<file path="config.mk">
export PLATFORM = sky130hd
export DESIGN_NAME = radio_fe_core
export DESIGN_NICKNAME = d
export VERILOG_FILES = /design/src/radio_fe_sample_pkg.sv /design/src/radio_fe_settings_pkg.sv /design/src/radio_fe_core.sv /design/src/radio_port_map.sv /design/src/tx_fe_correct.sv /design/src/rx_fe_correct.sv /design/src/fe_setting_decode.sv
export VERILOG_INCLUDE_DIRS = /design/src
export SDC_FILE = /design/constraint.sdc
export NUM_CORES = 1
export LEC_CHECK = 0
export ABC_AREA = 1
export BUFFER_PORTS_ARGS = -buffer_cell sky130_fd_sc_hd__buf_2
export CORE_MARGIN = 4
export CORE_UTILIZATION = 55
export CTS_CLUSTER_SIZE = 40
export DETAILED_ROUTE_END_ITERATION = 8
export PLACE_DENSITY = 0.77
export RECOVER_POWER = 50
export SKIP_CTS_REPAIR_TIMING = 1
export SYNTH_ARGS = -nofsm -noshare
export SYNTH_HDL_FRONTEND = slang
export SYNTH_HIERARCHICAL = 1
export SYNTH_SLANG_ARGS = --single-unit
</file>
<file path="constraint.sdc">
create_clock -name radio_clk -period 2.5 [get_ports radio_clk]
set_input_delay 0.25 -clock radio_clk [delete_from_list [all_inputs] [get_ports radio_clk]]
set_output_delay 0.25 -clock radio_clk [all_outputs]
set_load 0.005 [all_outputs]
</file>
<file path="src/radio_fe_consts.svh">
`ifndef RADIO_FE_CONSTS_SVH
`define RADIO_FE_CONSTS_SVH

//////////////////////////////
// settings register map
//////////////////////////////
`define RFE_SET_TX_BASE      224  // tx front-end block
`define RFE_SET_RX_BASE      232  // rx front-end block

// tx offsets from base, +2 and +3 not kept
`define RFE_TX_OFS_I_OFF     0
`define RFE_TX_OFS_Q_OFF     1
`define RFE_TX_MUX_OFF       4

// rx offsets from base, +0, +1 and +5 not kept
`define RFE_RX_OFS_I_OFF     2
`define RFE_RX_OFS_Q_OFF     3
`define RFE_RX_MAP_OFF       4

//////////////////////////////
// widths
//////////////////////////////
`define RFE_SAMPLE_W         16   // one I or Q half
`define RFE_SET_ADDR_W       8
`define RFE_SET_DATA_W       32
`define RFE_NUM_RX_CHAN      2

`endif
</file>
<file path="src/radio_fe_sample_pkg.sv">
`default_nettype none

`include "radio_fe_consts.svh"

package radio_fe_sample_pkg;

   typedef logic signed [`RFE_SAMPLE_W-1:0] sample_t;
   typedef logic [2*`RFE_SAMPLE_W-1:0]      adc_word_t;  // {I, Q}

   // rx I/Q mapping
   typedef enum logic [1:0] {
      MAP_NORMAL,
      MAP_SWAP,
      MAP_INV_Q,
      MAP_REAL_ONLY   // Q forced to zero
   } rx_map_e;

   // tx output mux
   typedef enum logic [1:0] {
      MUX_IQ,
      MUX_QI,
      MUX_I_ONLY,     // Q forced to zero
      MUX_ZERO
   } tx_mux_e;

   typedef logic [2:0]  led_t;   // {RX, TXRX_TX, TXRX_RX}
   typedef logic [31:0] misc_t;

   // clamp a one-bit-wide sum back to the sample range
   function automatic sample_t sat_sample(input logic signed [`RFE_SAMPLE_W:0] v);
      if (v[`RFE_SAMPLE_W] != v[`RFE_SAMPLE_W-1]) begin
         return v[`RFE_SAMPLE_W] ? {1'b1, {(`RFE_SAMPLE_W-1){1'b0}}}
                                 : {1'b0, {(`RFE_SAMPLE_W-1){1'b1}}};
      end
      return v[`RFE_SAMPLE_W-1:0];
   endfunction

endpackage

`default_nettype wire

</file>
<file path="src/radio_fe_settings_pkg.sv">
`default_nettype none

`include "radio_fe_consts.svh"

package radio_fe_settings_pkg;

   //////////////////////////////
   // settings bus
   //////////////////////////////
   typedef logic [`RFE_SET_ADDR_W-1:0] set_addr_t;
   typedef logic [`RFE_SET_DATA_W-1:0] set_data_t;

   //////////////////////////////
   // decoded register target
   //////////////////////////////
   typedef enum logic [2:0] {
      REG_NONE,       // unmapped or dropped offset
      REG_TX_OFS_I,
      REG_TX_OFS_Q,
      REG_TX_MUX,
      REG_RX_OFS_I,
      REG_RX_OFS_Q,
      REG_RX_MAP
   } fe_reg_e;

endpackage

`default_nettype wire

</file>
<file path="src/radio_fe_core.sv">
`timescale 1ns/10ps
`default_nettype none

`include "radio_fe_consts.svh"

module radio_fe_core (
   input  wire                               radio_clk,
   input  wire                               i_rst_n,
   // settings bus
   input  wire                               i_set_stb,
   input  wire                               i_set_chan,
   input  radio_fe_settings_pkg::set_addr_t  i_set_addr,
   input  radio_fe_settings_pkg::set_data_t  i_set_data,
   // converters
   input  wire                               i_adc_stb,
   input  radio_fe_sample_pkg::adc_word_t    i_adc,
   input  wire                               i_tx_stb,
   input  radio_fe_sample_pkg::adc_word_t    i_tx,
   // front panel
   input  radio_fe_sample_pkg::led_t         i_led_ch0,
   input  radio_fe_sample_pkg::led_t         i_led_ch1,
   input  radio_fe_sample_pkg::misc_t        i_misc_ch0,
   output logic                              o_rx0_stb,
   output radio_fe_sample_pkg::adc_word_t    o_rx0,
   output logic                              o_rx1_stb,
   output radio_fe_sample_pkg::adc_word_t    o_rx1,
   output radio_fe_sample_pkg::adc_word_t    o_dac,
   output radio_fe_sample_pkg::led_t         o_radio_led,
   output radio_fe_sample_pkg::misc_t        o_misc_out
);

   import radio_fe_sample_pkg::*;

   sample_t  tx_ofs_i, tx_ofs_q;
   tx_mux_e  tx_mux;
   sample_t  rx_ofs_i [`RFE_NUM_RX_CHAN];
   sample_t  rx_ofs_q [`RFE_NUM_RX_CHAN];
   rx_map_e  rx_map   [`RFE_NUM_RX_CHAN];
   logic     rx_stb   [`RFE_NUM_RX_CHAN];
   sample_t  rx_i     [`RFE_NUM_RX_CHAN];
   sample_t  rx_q     [`RFE_NUM_RX_CHAN];
   logic     dac_stb;
   sample_t  dac_i, dac_q;

   fe_setting_decode u_decode (
      .radio_clk(radio_clk), .i_rst_n(i_rst_n),
      .i_set_stb(i_set_stb), .i_set_chan(i_set_chan),
      .i_set_addr(i_set_addr), .i_set_data(i_set_data),
      .o_tx_ofs_i(tx_ofs_i), .o_tx_ofs_q(tx_ofs_q), .o_tx_mux(tx_mux),
      .o_rx_ofs_i(rx_ofs_i), .o_rx_ofs_q(rx_ofs_q), .o_rx_map(rx_map)
   );

   // both rx channels see the same adc
   for (genvar c = 0; c < `RFE_NUM_RX_CHAN; c++) begin : g_rx
      rx_fe_correct u_rx (
         .radio_clk(radio_clk), .i_rst_n(i_rst_n),
         .i_adc_stb(i_adc_stb), .i_adc(i_adc),
         .i_ofs_i(rx_ofs_i[c]), .i_ofs_q(rx_ofs_q[c]), .i_map(rx_map[c]),
         .o_rx_stb(rx_stb[c]), .o_rx_i(rx_i[c]), .o_rx_q(rx_q[c])
      );
   end

   tx_fe_correct u_tx (
      .radio_clk(radio_clk), .i_rst_n(i_rst_n),
      .i_tx_stb(i_tx_stb), .i_tx(i_tx),
      .i_ofs_i(tx_ofs_i), .i_ofs_q(tx_ofs_q), .i_mux(tx_mux),
      .o_dac_stb(dac_stb), .o_dac_i(dac_i), .o_dac_q(dac_q)
   );

   radio_port_map u_map (
      .radio_clk(radio_clk), .i_rst_n(i_rst_n),
      .i_dac_stb(dac_stb), .i_dac_i(dac_i), .i_dac_q(dac_q),
      .i_led_ch0(i_led_ch0), .i_led_ch1(i_led_ch1), .i_misc_ch0(i_misc_ch0),
      .o_dac(o_dac), .o_radio_led(o_radio_led), .o_misc_out(o_misc_out)
   );

   assign o_rx0_stb = rx_stb[0];
   assign o_rx0     = {rx_i[0], rx_q[0]};
   assign o_rx1_stb = rx_stb[1];
   assign o_rx1     = {rx_i[1], rx_q[1]};

endmodule

`default_nettype wire

</file>
<file path="src/radio_port_map.sv">
`timescale 1ns/10ps
`default_nettype none

module radio_port_map (
   input  wire                             radio_clk,
   input  wire                             i_rst_n,
   input  wire                             i_dac_stb,
   input  radio_fe_sample_pkg::sample_t    i_dac_i,
   input  radio_fe_sample_pkg::sample_t    i_dac_q,
   input  radio_fe_sample_pkg::led_t       i_led_ch0,
   input  radio_fe_sample_pkg::led_t       i_led_ch1,
   input  radio_fe_sample_pkg::misc_t      i_misc_ch0,
   output radio_fe_sample_pkg::adc_word_t  o_dac,
   output radio_fe_sample_pkg::led_t       o_radio_led,
   output radio_fe_sample_pkg::misc_t      o_misc_out
);

   //////////////////////////////
   // dac word
   //////////////////////////////
   // held between strobes, converter sees a steady word
   always_ff @(posedge radio_clk) begin
      if (!i_rst_n) begin
         o_dac <= '0;
      end else if (i_dac_stb) begin
         o_dac <= {i_dac_i, i_dac_q};  // I high, Q low
      end
   end

   //////////////////////////////
   // leds
   //////////////////////////////
   // both rx channels treated alike, show the overlay
   assign o_radio_led = i_led_ch0 | i_led_ch1;

   //////////////////////////////
   // misc out
   //////////////////////////////
   always_ff @(posedge radio_clk) begin
      if (!i_rst_n) begin
         o_misc_out <= '0;
      end else begin
         o_misc_out <= i_misc_ch0;  // channel 1 word has no pin
      end
   end

endmodule

`default_nettype wire

</file>
<file path="src/tx_fe_correct.sv">
`timescale 1ns/10ps
`default_nettype none

module tx_fe_correct (
   input  wire                             radio_clk,
   input  wire                             i_rst_n,
   input  wire                             i_tx_stb,
   input  radio_fe_sample_pkg::adc_word_t  i_tx,
   input  radio_fe_sample_pkg::sample_t    i_ofs_i,
   input  radio_fe_sample_pkg::sample_t    i_ofs_q,
   input  radio_fe_sample_pkg::tx_mux_e    i_mux,
   output logic                            o_dac_stb,
   output radio_fe_sample_pkg::sample_t    o_dac_i,
   output radio_fe_sample_pkg::sample_t    o_dac_q
);

   import radio_fe_sample_pkg::*;

   sample_t   tx_i;
   sample_t   tx_q;
   logic      s1_stb;
   sample_t   s1_i;
   sample_t   s1_q;
   tx_mux_e   s1_mux;

   assign tx_i = sample_t'(i_tx[2*`RFE_SAMPLE_W-1:`RFE_SAMPLE_W]);
   assign tx_q = sample_t'(i_tx[`RFE_SAMPLE_W-1:0]);

   // strobe pipe
   always_ff @(posedge radio_clk) begin
      if (!i_rst_n) begin
         s1_stb    <= 1'b0;
         o_dac_stb <= 1'b0;
      end else begin
         s1_stb    <= i_tx_stb;
         o_dac_stb <= s1_stb;
      end
   end

   // stage 1, offset added with clamp
   always_ff @(posedge radio_clk) begin
      if (i_tx_stb) begin
         s1_i   <= sat_sample({tx_i[`RFE_SAMPLE_W-1], tx_i} + {i_ofs_i[`RFE_SAMPLE_W-1], i_ofs_i});
         s1_q   <= sat_sample({tx_q[`RFE_SAMPLE_W-1], tx_q} + {i_ofs_q[`RFE_SAMPLE_W-1], i_ofs_q});
         s1_mux <= i_mux;
      end
   end

   // stage 2, output mux
   always_ff @(posedge radio_clk) begin
      if (s1_stb) begin
         case (s1_mux)
            MUX_QI: begin
               o_dac_i <= s1_q;
               o_dac_q <= s1_i;
            end
            MUX_I_ONLY: begin
               o_dac_i <= s1_i;
               o_dac_q <= '0;
            end
            MUX_ZERO: begin
               o_dac_i <= '0;
               o_dac_q <= '0;
            end
            default: begin
               o_dac_i <= s1_i;
               o_dac_q <= s1_q;
            end
         endcase
      end
   end

endmodule

`default_nettype wire

</file>
<file path="src/rx_fe_correct.sv">
`timescale 1ns/10ps
`default_nettype none

module rx_fe_correct (
   input  wire                             radio_clk,
   input  wire                             i_rst_n,
   input  wire                             i_adc_stb,
   input  radio_fe_sample_pkg::adc_word_t  i_adc,
   input  radio_fe_sample_pkg::sample_t    i_ofs_i,
   input  radio_fe_sample_pkg::sample_t    i_ofs_q,
   input  radio_fe_sample_pkg::rx_map_e    i_map,
   output logic                            o_rx_stb,
   output radio_fe_sample_pkg::sample_t    o_rx_i,
   output radio_fe_sample_pkg::sample_t    o_rx_q
);

   import radio_fe_sample_pkg::*;

   sample_t   adc_i;
   sample_t   adc_q;
   logic      s1_stb;
   sample_t   s1_i;
   sample_t   s1_q;
   rx_map_e   s1_map;   // mode travels with its sample

   assign adc_i = sample_t'(i_adc[2*`RFE_SAMPLE_W-1:`RFE_SAMPLE_W]);
   assign adc_q = sample_t'(i_adc[`RFE_SAMPLE_W-1:0]);

   //////////////////////////////
   // stage 1: dc offset
   //////////////////////////////
   always_ff @(posedge radio_clk) begin
      if (!i_rst_n) begin
         s1_stb <= 1'b0;
      end else begin
         s1_stb <= i_adc_stb;
      end
   end

   always_ff @(posedge radio_clk) begin
      if (i_adc_stb) begin
         s1_i   <= sat_sample({adc_i[`RFE_SAMPLE_W-1], adc_i} - {i_ofs_i[`RFE_SAMPLE_W-1], i_ofs_i});
         s1_q   <= sat_sample({adc_q[`RFE_SAMPLE_W-1], adc_q} - {i_ofs_q[`RFE_SAMPLE_W-1], i_ofs_q});
         s1_map <= i_map;
      end
   end

   //////////////////////////////
   // stage 2: iq mapping
   //////////////////////////////
   always_ff @(posedge radio_clk) begin
      if (!i_rst_n) begin
         o_rx_stb <= 1'b0;
      end else begin
         o_rx_stb <= s1_stb;
      end
   end

   always_ff @(posedge radio_clk) begin
      if (s1_stb) begin
         case (s1_map)
            MAP_SWAP: begin
               o_rx_i <= s1_q;
               o_rx_q <= s1_i;
            end
            MAP_INV_Q: begin
               o_rx_i <= s1_i;
               o_rx_q <= sat_sample(-{s1_q[`RFE_SAMPLE_W-1], s1_q});  // -32768 clamps
            end
            MAP_REAL_ONLY: begin
               o_rx_i <= s1_i;
               o_rx_q <= '0;
            end
            default: begin
               o_rx_i <= s1_i;
               o_rx_q <= s1_q;
            end
         endcase
      end
   end

endmodule

`default_nettype wire

</file>
<file path="src/fe_setting_decode.sv">
`timescale 1ns/10ps
`default_nettype none

`include "radio_fe_consts.svh"

module fe_setting_decode (
   input  wire                                 radio_clk,
   input  wire                                 i_rst_n,
   input  wire                                 i_set_stb,
   input  wire                                 i_set_chan,
   input  radio_fe_settings_pkg::set_addr_t    i_set_addr,
   input  radio_fe_settings_pkg::set_data_t    i_set_data,
   output radio_fe_sample_pkg::sample_t        o_tx_ofs_i,
   output radio_fe_sample_pkg::sample_t        o_tx_ofs_q,
   output radio_fe_sample_pkg::tx_mux_e        o_tx_mux,
   output radio_fe_sample_pkg::sample_t        o_rx_ofs_i [`RFE_NUM_RX_CHAN],
   output radio_fe_sample_pkg::sample_t        o_rx_ofs_q [`RFE_NUM_RX_CHAN],
   output radio_fe_sample_pkg::rx_map_e        o_rx_map [`RFE_NUM_RX_CHAN]
);

   import radio_fe_settings_pkg::*;
   import radio_fe_sample_pkg::*;

   fe_reg_e reg_sel;

   //////////////////////////////
   // address decode
   //////////////////////////////
   always_comb begin
      case (i_set_addr)
         set_addr_t'(`RFE_SET_TX_BASE + `RFE_TX_OFS_I_OFF): reg_sel = REG_TX_OFS_I;
         set_addr_t'(`RFE_SET_TX_BASE + `RFE_TX_OFS_Q_OFF): reg_sel = REG_TX_OFS_Q;
         set_addr_t'(`RFE_SET_TX_BASE + `RFE_TX_MUX_OFF):   reg_sel = REG_TX_MUX;
         set_addr_t'(`RFE_SET_RX_BASE + `RFE_RX_OFS_I_OFF): reg_sel = REG_RX_OFS_I;
         set_addr_t'(`RFE_SET_RX_BASE + `RFE_RX_OFS_Q_OFF): reg_sel = REG_RX_OFS_Q;
         set_addr_t'(`RFE_SET_RX_BASE + `RFE_RX_MAP_OFF):   reg_sel = REG_RX_MAP;
         default:                                           reg_sel = REG_NONE;
      endcase
      // only tx channel 0 exists
      if (i_set_chan && (reg_sel inside {REG_TX_OFS_I, REG_TX_OFS_Q, REG_TX_MUX})) begin
         reg_sel = REG_NONE;
      end
   end

   //////////////////////////////
   // correction registers
   //////////////////////////////
   always_ff @(posedge radio_clk) begin
      if (!i_rst_n) begin
         o_tx_ofs_i <= '0;
         o_tx_ofs_q <= '0;
         o_tx_mux   <= MUX_IQ;
         for (int c = 0; c < `RFE_NUM_RX_CHAN; c++) begin
            o_rx_ofs_i[c] <= '0;
            o_rx_ofs_q[c] <= '0;
            o_rx_map[c]   <= MAP_NORMAL;
         end
      end else if (i_set_stb) begin
         case (reg_sel)
            REG_TX_OFS_I: o_tx_ofs_i <= sample_t'(i_set_data[`RFE_SAMPLE_W-1:0]);
            REG_TX_OFS_Q: o_tx_ofs_q <= sample_t'(i_set_data[`RFE_SAMPLE_W-1:0]);
            REG_TX_MUX:   o_tx_mux   <= tx_mux_e'(i_set_data[1:0]);  // mode in low bits
            REG_RX_OFS_I: o_rx_ofs_i[i_set_chan] <= sample_t'(i_set_data[`RFE_SAMPLE_W-1:0]);
            REG_RX_OFS_Q: o_rx_ofs_q[i_set_chan] <= sample_t'(i_set_data[`RFE_SAMPLE_W-1:0]);
            REG_RX_MAP:   o_rx_map[i_set_chan]   <= rx_map_e'(i_set_data[1:0]);
            default: ;  // dropped offsets land here
         endcase
      end
   end

endmodule

`default_nettype wire

</file>
==> results of run 1 <==
-- metal layers --
metal,routed length (um),vias up
met5,26,-
met4,1950,6
met3,4400,125
met2,24900,662
met1,25500,8295
li1,-,9350
-- sequential cells by signal, indices dropped and copies added (netlist names) --
| name | flops |
|---|---|
| u_tx/o_dac_q | 16 |
| u_decode/o_tx_ofs_q | 16 |
| u_decode/o_rx_ofs_i | 32 |
| g_rx.u_rx/o_rx_stb | 2 |
| g_rx.u_rx/s1_stb | 2 |
| u_map/o_misc_out | 32 |
| g_rx.u_rx/o_rx_i | 32 |
| u_map/o_dac | 32 |
| u_tx/s1_i | 16 |
| g_rx.u_rx/s1_q | 32 |
| u_decode/o_rx_ofs_q | 32 |
| g_rx.u_rx/o_rx_q | 32 |
| u_decode/o_rx_map | 4 |
| u_tx/o_dac_stb | 1 |
| u_tx/o_dac_i | 16 |
| g_rx.u_rx/s1_i | 32 |
| u_decode/o_tx_mux | 2 |
| u_decode/o_tx_ofs_i | 16 |
| u_tx/s1_q | 16 |
| u_tx/s1_stb | 1 |
| u_tx/s1_mux | 2 |
| g_rx.u_rx/s1_map | 4 |
-- stage by stage --
| stage | utilization, % | cells | instance area [um2] | hold slack, ns |
|---|---|---|---|---|
| floorplan | - | 2779 | 21200 | 0.343 |
| global placement | 60.3 | 3494 | 22800 | 0.425 |
| detailed placement | 60.3 | 3494 | 22800 | 0.427 |
| CTS | 63.6 | 3564 | 24100 | -0.149 |
| global route | 64.6 | 3611 | 24400 | 0.00481 |
| finish | 64.6 | 3612 | 24400 | -0.00509 |
-- cells by family (layout without fill, tap and decap cells) --
group / after synthesis / after routing / share of synthesized area [%]
flops: 370 / 370 / 44.2
buf+inv: 495 / 814 / 9.85
other cells: 0 / 3 / 0
xor+xnor: 73 / 73 / 3.01
fa+ha+maj: 104 / 104 / 6.34
simple gates: 1473 / 1473 / 29.8
compound gates: 264 / 264 / 6.79
-- worst max-delay path by stage --
stage | from | slack, ns | cells past startpoint | end
finish | u_decode/o_rx_ofs_i[0]$_SDFFE_PN0P_ | 0.12 | 12 | g_rx[1].u_rx/s1_i[12]$_DFFE_PP_
global route | u_decode/o_rx_ofs_i[16]$_SDFFE_PN0P_ | 0.01 | 12 | g_rx[0].u_rx/s1_i[5]$_DFFE_PP_
CTS | u_decode/o_rx_ofs_i[0]$_SDFFE_PN0P_ | 0.17 | 12 | g_rx[1].u_rx/s1_i[12]$_DFFE_PP_
detailed placement | i_adc[16] | 0.10 | 14 | g_rx[1].u_rx/s1_i[12]$_DFFE_PP_
global placement | i_adc[16] | 0.17 | 14 | g_rx[1].u_rx/s1_i[5]$_DFFE_PP_
floorplan | u_decode/o_tx_ofs_q[0]$_SDFFE_PN0P_ | 0.48 | 16 | u_tx/s1_q[11]$_DFFE_PP_
-- layout make-up --
class | count | area [um2]
repair buffers | 326 | 1860
inverters | 418 | 1570
clock inverters | 13 | 75.1
multi-input cells | 1914 | 9720
clock buffers | 57 | 1180
diodes | 3 | 7.51
well taps | 511 | 639
fillers | 3355 | 13400
flip-flops and latches | 370 | 9390
-- worst min-delay path: stages --
cell	delay (ns)
buf_2	0.12
nand2_1	0.06
a21oi_1	0.06
-- cell usage in the layout (no fill, tap or decap), types with 6 or more instances in the layout --
master,instances
dfxtp_1,171
nand4_1,11
ha_1,98
edfxtp_1,198
a21oi_1,130
nand2_1,956
nand2_2,39
nand3_2,19
buf_2,251
clkbuf_1,29
nor2_2,17
xor2_1,67
nand3b_1,9
inv_2,13
o21ai_0,76
dlygate4sd3_1,45
xnor2_1,6
nand3_1,144
o22ai_1,32
o21bai_1,14
nor2_1,217
fa_1,6
inv_1,402
buf_4,9
clkinv_1,8
clkbuf_16,43
nand2_4,7
and2_1,6
nor3_1,21
-- where the power goes --
part	switching, mW	internal [mW]
Combinational	1.28	0.721
Clock	2.33	3.28
Sequential	0.193	6.80
==> flow_metrics.py, run 1 <==
metrics = {
    "job": {
        "maxCapViolCount": 4,
    },
    "global_routing": {
        "grt.met2_usage_pct": 40.2,
        "grtUsageMet1_pct": 36.9,
        "gr-usage-met3_pct": 4.44,
        "grt_pass1_vias": 16900,
        "grt_start_max_net_pins": 136,
        "antenna_found_initial": 5,
        "grt_util_all_layers_pct": 25.9,
        "grt_overflow_total": 0,
        "grt_pass1_wl_um": 87100,
        "busiest_layer": "met2",
    },
    "placement": {
        "gp_congestion": 0.979,
        "pre_cts_ws_ns": 0.104,
        "portBuffers": 264,
        "dpl.hpwl_um": 43200,
    },
    "timing": {
        "tightest_slew_ns": 1.74,
        "whs_ns": -0.00509,
        "final_max_slew_viol_count": 137,
        "timing.final.crit_period_ns": 2.38,
        "fin_crit_sh_pct": 95.1,
        "fin_ws_ns": 0.122,
        "finalSetupTns_ns": 0,
        "slew_headroom_pct": -16.0,
        "clock_skew_ns": 0.0109,
        "hold_viol": 1,
        "rsz0062_at_grt": "no",
        "setup_viol": 0,
        "timing.fmax_ghz": 0.421,
    },
    "run_status": {
        "violations": "hold timing, capacitance limit, slew limit",
        "status": "finished, violations left",
    },
    "route": {
        "via_per_inst": 5.10,
        "drt-total-wl_um": 56700,
        "drtPass1Iterations": 5,
        "wl_per_cell_um": 15.7,
        "vias": 18400,
        "final_antenna_net_count": 0,
        "drt_drc_violations_left": 0,
        "drt_iter0_markers": 1480,
    },
    "cells_and_area": {
        "layout-drive-gt1-share_pct": 14.2,
        "area_growth_pct": 15.2,
        "nNetsFinal": 3322,
    },
    "worst_setup_path": {
        "critPathSlowestCell": "fa_1",
        "critPathKind": "register to register",
        "r2r_slack_ns": 0.12,
        "worstPathArrival_ns": 2.76,
        "worstPathMaxFanout": 15,
        "required_ns": 2.88,
        "r2r_start": "u_decode/o_rx_ofs_i[0]$_SDFFE_PN0P_",
        "rr_worst_depth": 12,
        "start_kind": "register",
        "reg2reg_to": "g_rx[1].u_rx/s1_i[12]$_DFFE_PP_",
        "cp_cell_sequence": "ha_1 -> inv_1 -> fa_1 -> nand2_1 -> nand2_1 -> nand3_1 -> nand2_2 -> nand2_1 -> nand2_1 -> nand2_2 -> nand4_2 -> nand2_1",
        "crit_family": "simple AND/OR/NAND/NOR gates",
        "crit_buf_inv": 1,
        "cp-end-kind": "register",
        "cp_common_cell": "nand2_1",
        "max_stage_delay_ns": 0.40,
    },
    "clock_tree": {
        "clk_pin_slew_ns": 0.06,
        "htreeDepth": 2,
        "cts_tree": "built",
        "cts_inserted_buffers": 40,
        "cts.sinks": 370,
        "clock_path_buffers": 3,
        "clock_latency_ns": 0.54,
        "clock-root-buffer": "clkbuf_16",
    },
    "logic_synthesis": {
        "syn-instance-count": 2779,
        "synth_common_cells": "955 x nand2_1, 401 x inv_1, 215 x nor2_1",
        "synth_edf_count": 198,
        "async_flop_share_pct": 0,
        "synth_top_area_share_pct": 28.0,
        "yosys.area.top_type": "edfxtp_1",
        "synth_warnings": 6,
        "synth_ff_type": "edfxtp_1",
        "synth_area_leaders": "edfxtp_1 28%, nand2_1 17%, dfxtp_1 16%",
        "synth_fp_nets": 3031,
        "ys_types": 44,
        "syn_avg_cell_area_um2": 7.64,
        "synth_area_mm2": 0.0212,
        "yosysMostFrequentCell": "nand2_1",
        "ys_seq_area_share_pct": 44.2,
        "ys_ff_latch": 370,
    },
    "floorplanning": {
        "floorplan.initialDensity_pct": 56.1,
        "die_area_mm2": 0.0418,
        "die_h_um": 204,
        "io_pins": 281,
        "row_count": 71,
        "core-area_mm2": 0.0378,
        "die_w_um": 204,
    },
    "hold_path": {
        "hold_depth": 3,
        "hold_end": "u_decode/o_rx_ofs_i[8]$_SDFFE_PN0P_",
        "hp-start": "i_set_data[8]",
        "hold_class": "input pin to register",
    },
    "power": {
        "p_leak_nw": 12.1,
        "p_per_area_mw_per_mm2": 598,
        "power_mw": 14.6,
        "peakVddDrop_uv": 458,
    },
}
Note: power is estimated with default switching activity, not from simulation.
==> run 2, diff against run 1 <==
--- a/config.mk
+++ b/config.mk
@@ -9,9 +9,11 @@
 export ABC_AREA = 1
 export BUFFER_PORTS_ARGS = -buffer_cell sky130_fd_sc_hd__buf_2
+export CELL_PAD_IN_SITES_DETAIL_PLACEMENT = 1
+export CELL_PAD_IN_SITES_GLOBAL_PLACEMENT = 1
 export CORE_MARGIN = 4
-export CORE_UTILIZATION = 55
+export CORE_UTILIZATION = 43
 export CTS_CLUSTER_SIZE = 40
 export DETAILED_ROUTE_END_ITERATION = 8
-export PLACE_DENSITY = 0.77
+export PLACE_DENSITY_LB_ADDON = 0.1
 export RECOVER_POWER = 50
 export SKIP_CTS_REPAIR_TIMING = 1
==> constraint.sdc (replaced) <==
create_clock -name radio_clk -period 2.5 [get_ports radio_clk]
set_input_delay 0.625 -clock radio_clk [delete_from_list [all_inputs] [get_ports radio_clk]]
set_output_delay 0.625 -clock radio_clk [all_outputs]
set_load 0.005 [all_outputs]
==> flow_metrics.py, run 2 (same netlist as run 1, synthesis figures left out) <==
metrics = {
    "run_status": {
        "status": "finished, violations left",
        "violations": "capacitance limit, slew limit",
    },
    "route": {
        "final_antenna_net_count": 0,
        "via_per_inst": 4.93,
        "drt_iter0_markers": 1154,
        "vias": 18700,
        "drtPass1Iterations": 5,
        "drt_drc_violations_left": 0,
        "drt-total-wl_um": 64900,
        "wl_per_cell_um": 17.1,
    },
    "clock_tree": {
        "cts_inserted_buffers": 41,
        "cts.sinks": 370,
        "cts_tree": "built",
        "clock_latency_ns": 0.58,
        "clock-root-buffer": "clkbuf_16",
        "htreeDepth": 2,
        "clk_pin_slew_ns": 0.06,
        "clock_path_buffers": 3,
    },
    "global_routing": {
        "grt_overflow_total": 0,
        "grt_util_all_layers_pct": 24.2,
        "grt_pass1_wl_um": 103000,
        "grt_pass1_vias": 19300,
        "grt_start_max_net_pins": 71,
        "antenna_found_initial": 5,
    },
    "cells_and_area": {
        "fill_cells": 6201,
        "layout-drive-gt1-share_pct": 17.0,
        "nNetsFinal": 3351,
        "seq_area_mm2": 0.00939,
        "area_growth_pct": 17.1,
        "final_util_pct": 50.9,
        "final_cell_mix": "955 x nand2_1, 401 x inv_1, 262 x buf_2",
        "finalNonFillerCells": 3797,
        "multi_input_area_mm2": 0.00974,
        "layout_commonest_cell": "nand2_1",
    },
    "floorplanning": {
        "floorplan.initialDensity_pct": 43.4,
        "row_count": 81,
        "die_h_um": 230,
        "core-area_mm2": 0.0488,
        "die_w_um": 230,
        "die_area_mm2": 0.0530,
        "io_pins": 281,
    },
    "timing": {
        "setup_viol": 0,
        "timing.final.crit_period_ns": 2.34,
        "whs_ns": 0.224,
        "clock_skew_ns": 0.0254,
        "final_max_slew_viol_count": 175,
        "slew_headroom_pct": -22.7,
        "hold_viol": 0,
        "tightest_slew_ns": 1.84,
        "timing.fmax_ghz": 0.428,
        "fin_crit_sh_pct": 93.5,
        "fin_ws_ns": 0.162,
        "rsz0062_at_grt": "no",
    },
    "power": {
        "clkPwrFrac_pct": 39.3,
        "p_per_area_mw_per_mm2": 603,
        "peakVddDrop_uv": 504,
        "p_sw_mw": 4.10,
        "seqPwrFrac_pct": 46.8,
        "p_leak_nw": 12.4,
        "p_sw_share_pct": 27.3,
        "combPwrFrac_pct": 14.0,
        "p_int_mw": 10.9,
        "power_mw": 15.0,
    },
    "worst_setup_path": {
        "cp_cell_sequence": "ha_1 -> inv_1 -> fa_1 -> nand2_1 -> nand2_1 -> nand3_1 -> nand2_2 -> nand2_1 -> nand2_1 -> nand2_2 -> nand4_2 -> nand2_1",
        "worstPathMaxFanout": 15,
        "required_ns": 2.92,
        "max_stage_delay_ns": 0.40,
        "critPathKind": "register to register",
        "cp-end-kind": "register",
        "cp-startpoint": "u_decode/o_rx_ofs_q[0]$_SDFFE_PN0P_",
        "r2r_start": "u_decode/o_rx_ofs_q[0]$_SDFFE_PN0P_",
        "start_kind": "register",
        "cp_common_cell": "nand2_1",
        "worstPathArrival_ns": 2.76,
        "critPathSlowestCell": "fa_1",
    },
    "job": {
        "maxCapViolCount": 4,
    },
    "hold_path": {
        "hp-start": "i_misc_ch0[23]",
        "hold_class": "input pin to register",
    },
    "placement": {
        "dpl.hpwl_um": 52400,
        "dp.cells": 3720,
        "gp_congestion": 0.941,
        "portBuffers": 264,
        "pre_cts_ws_ns": -0.277,
    },
}
==> run 2: cell types whose count changed in the layout (fill, tap and decap cells not counted), moves of 3 or more <==
cell / change
buf_12: +3
clkbuf_1: -6
buf_2: +11
clkinv_1: -4
clkbuf_2: +5
dlygate4sd3_1: -45
buf_4: +66
==> run 2: path summary, 6_finish.rpt <==
| kind | to | slack, ns | depth (start not counted) |
|---|---|---|---|
| hold reg to reg | g_rx[0].u_rx/s1_map[0]$_DFFE_PP_ | 0.43 | 0 |
| setup / recovery | g_rx[1].u_rx/s1_q[1]$_DFFE_PP_ | 0.16 | 12 |
| hold / removal | u_map/o_misc_out[23]$_SDFF_PN0_ | 0.22 | 3 |
| setup reg to reg | g_rx[1].u_rx/s1_q[1]$_DFFE_PP_ | 0.16 | 12 |
==> run 2: power by group through the flow <==
stage | clock network, mW | registers (mW) | logic, mW
5_1_grt | 6.34 | 7.03 | 2.38
2_1_floorplan | 0 | 7.07 | 1.27
6_report | 5.88 | 7.01 | 2.10
3_3_place_gp | 0 | 7.12 | 2.03
3_5_place_dp | 0 | 7.13 | 2.11
4_1_cts | 6.06 | 7.00 | 2.12
==> run 2: area by class of cell <==
| cell class | count | area share (%) |
|---|---|---|
| inverters | 418 | 6.31 |
| multi-input cells | 1914 | 39.2 |
| well taps | 664 | 3.34 |
| flip-flops and latches | 370 | 37.8 |
| clock inverters | 16 | 0.685 |
| repair buffers | 354 | 8.02 |
| clock buffers | 60 | 4.62 |
| diodes | 1 | 0.0101 |
==> run 2: metrics by stage <==
stage | setup TNS, ns | area, um2
2_1_floorplan | 0 | 21200
3_5_place_dp | -12.88 | 23600
4_1_cts | 0 | 24900
5_1_grt | 0 | 24800
3_3_place_gp | -6.61 | 23600
6_report | 0 | 24800
==> run 2: per-layer routing <==
metal | vias to the layer above | track usage (%) | share of wire, %
li1 | 9403 | - | -
met1 | 8843 | 32.7 | 46
met2 | 365 | 40.4 | 46
met3 | 105 | 4.50 | 5.1
met4 | 6 | 6.03 | 2.5
met5 | - | 0 | 0.034
==> run 2: critical path, delay by kind of cell, from the launching register on <==
kind | cells | cell delay (ns)
adders and majority gates | 2 | 0.54
buffers and inverters | 1 | 0.06
DFF | 1 | 0.34
and+or+nand+nor | 9 | 1.25
==> run 3, diff against run 2 <==
CORE_UTILIZATION = 40   (was 43)
==> flow_metrics.py, run 3 (same netlist as run 1, synthesis figures left out) <==
metrics = {
    "global_routing": {
        "grt_pass1_vias": 18900,
        "grt_start_max_net_pins": 71,
        "antenna_found_initial": 6,
        "grt_pass1_wl_um": 103000,
        "grt_util_all_layers_pct": 22.6,
        "grt_overflow_total": 0,
    },
    "worst_setup_path": {
        "cp-end-kind": "register",
        "r2r_start": "u_decode/o_tx_ofs_i[0]$_SDFFE_PN0P_",
        "crit_family": "simple AND/OR/NAND/NOR gates",
        "critPathKind": "register to register",
        "crit_buf_inv": 2,
        "crit_cells": 15,
        "reg2reg_to": "u_tx/s1_i[2]$_DFFE_PP_",
        "worstPathMaxFanout": 15,
        "required_ns": 2.82,
        "cp_common_cell": "nand2_1",
        "cp_cell_sequence": "ha_1 -> inv_1 -> fa_1 -> inv_1 -> nand2_1 -> nand2_1 -> nand3_1 -> nand2_2 -> nand2_1 -> nand2_1 -> nand2_2 -> nand2_2 -> nand2_4 -> nand3_1 -> nand2_1",
        "max_stage_delay_ns": 0.39,
        "rr_worst_depth": 15,
        "critPathSlowestCell": "fa_1",
        "worstPathArrival_ns": 2.55,
        "start_kind": "register",
        "r2r_slack_ns": 0.27,
    },
    "hold_path": {
        "hold_class": "input pin to register",
        "hold_end": "u_map/o_misc_out[30]$_SDFF_PN0_",
        "hold_depth": 3,
        "hp-start": "i_misc_ch0[30]",
    },
    "placement": {
        "gp_congestion": 0.899,
        "portBuffers": 264,
        "dpl.hpwl_um": 52000,
        "postPlaceCellArea_mm2": 0.0236,
    },
    "timing": {
        "clock_skew_ns": 0.0293,
        "final_max_slew_viol_count": 247,
        "fin_crit_sh_pct": 89.3,
        "timing.final.crit_period_ns": 2.23,
        "finalSetupTns_ns": 0,
        "rsz0062_at_grt": "no",
        "whs_ns": 0.222,
        "setup_viol": 0,
        "hold_viol": 0,
        "tightest_slew_ns": 1.83,
        "timing.fmax_ghz": 0.448,
        "slew_headroom_pct": -22.2,
    },
    "run_status": {
        "violations": "capacitance limit, slew limit",
        "status": "finished, violations left",
    },
    "clock_tree": {
        "clock_latency_ns": 0.59,
        "clk_pin_slew_ns": 0.06,
        "clock-root-buffer": "clkbuf_16",
        "htreeDepth": 2,
        "clock_path_buffers": 3,
        "cts_tree": "built",
        "cts.sinks": 370,
        "cts_inserted_buffers": 43,
    },
    "cells_and_area": {
        "nNetsFinal": 3355,
        "fin_area_mm2": 0.0250,
        "final_cell_mix": "956 x nand2_1, 403 x inv_1, 262 x buf_2",
        "area_growth_pct": 17.9,
        "layout_commonest_cell": "nand2_1",
        "layout-drive-gt1-share_pct": 17.2,
    },
    "floorplanning": {
        "core-area_mm2": 0.0526,
        "row_count": 84,
        "die_area_mm2": 0.0568,
        "die_w_um": 238,
        "die_h_um": 238,
        "floorplan.initialDensity_pct": 40.4,
        "io_pins": 281,
    },
    "power": {
        "peakVddDrop_uv": 452,
        "p_per_area_mw_per_mm2": 620,
        "p_leak_nw": 12.5,
    },
    "route": {
        "drt-total-wl_um": 65100,
        "drtPass1Iterations": 7,
        "via_per_inst": 4.85,
        "final_antenna_net_count": 0,
        "vias": 18600,
        "wl_per_cell_um": 17.0,
        "drt_iter0_markers": 933,
        "drt_drc_violations_left": 0,
    },
    "job": {
        "maxCapViolCount": 6,
    },
}
==> run 3: changes by cell type in the layout (fill, tap and decap cells not counted), sizes merged <==
cell      delta
clkinvlp     +1
bufinv       +3
clkbuf       -8
buf          +5
clkinv       +4
==> run 3: how the worst max path moves through the flow <==
stage,from,to,slack [ns]
detailed placement,i_adc[16],g_rx[1].u_rx/s1_i[5]$_DFFE_PP_,-0.19
global placement,i_adc[16],g_rx[1].u_rx/s1_i[3]$_DFFE_PP_,-0.11
CTS,u_decode/o_tx_ofs_i[0]$_SDFFE_PN0P_,u_tx/s1_i[2]$_DFFE_PP_,0.25
finish,u_decode/o_tx_ofs_i[0]$_SDFFE_PN0P_,u_tx/s1_i[2]$_DFFE_PP_,0.27
global route,u_decode/o_rx_ofs_q[16]$_SDFFE_PN0P_,g_rx[0].u_rx/s1_q[14]$_DFFE_PP_,0.03
floorplan,i_adc[16],g_rx[0].u_rx/s1_i[11]$_DFFE_PP_,0.16
==> run 3: area by class of cell <==
| type | count | area, um2 |
|---|---|---|
| Sequential cell | 370 | 9390 |
| Fill cell | 6610 | 27500 |
| Clock buffer | 55 | 1150 |
| Clock inverter | 24 | 300 |
| Tap cell | 688 | 861 |
| Antenna cell | 1 | 2.50 |
| Multi-Input combinational cell | 1914 | 9720 |
| Inverter | 418 | 1570 |
| Timing Repair Buffer | 356 | 2030 |
==> run 3: worst reg2reg max path: stages (launching register included) <==
cell     delay (ns)
dfxtp_1        0.35
ha_1           0.19
inv_1          0.07
fa_1           0.39
inv_1          0.07
nand2_1        0.06
nand2_1        0.08
nand3_1        0.09
nand2_2        0.10
nand2_1        0.08
nand2_1        0.08
nand2_2        0.07
nand2_2        0.09
nand2_4        0.12
nand3_1        0.10
nand2_1        0.05
==> run 3: report_power, final <==
| group | internal (mW) | switching, mW | total [mW] |
|---|---|---|---|
| logic | 0.761 | 1.35 | 2.11 |
| clock network | 3.74 | 2.66 | 6.40 |
| registers | 6.80 | 0.199 | 7.00 |
==> run 3: layer usage <==
layer	up-vias	routed length, um	track usage (%)	share of wire, %
met1	8727	31000	31.9	48
li1	9405	-	-	-
met3	87	2590	3.06	4.0
met2	335	30100	36.9	46
met4	8	1400	5.44	2.1
met5	-	52	0	0.080
==> run 3: metrics by stage <==
stage                     worst slack, ns  cells  power, mW  utilization [%]
final                               0.269   3826       15.5             47.6
after global routing               0.0252   3826       16.3             47.6
after CTS                           0.248   3825       15.7             47.8
after detailed placement           -0.190   3746       9.25             45.0
after global placement             -0.108   3746       9.18             45.0
after floorplan                     0.159   2779       8.34                -
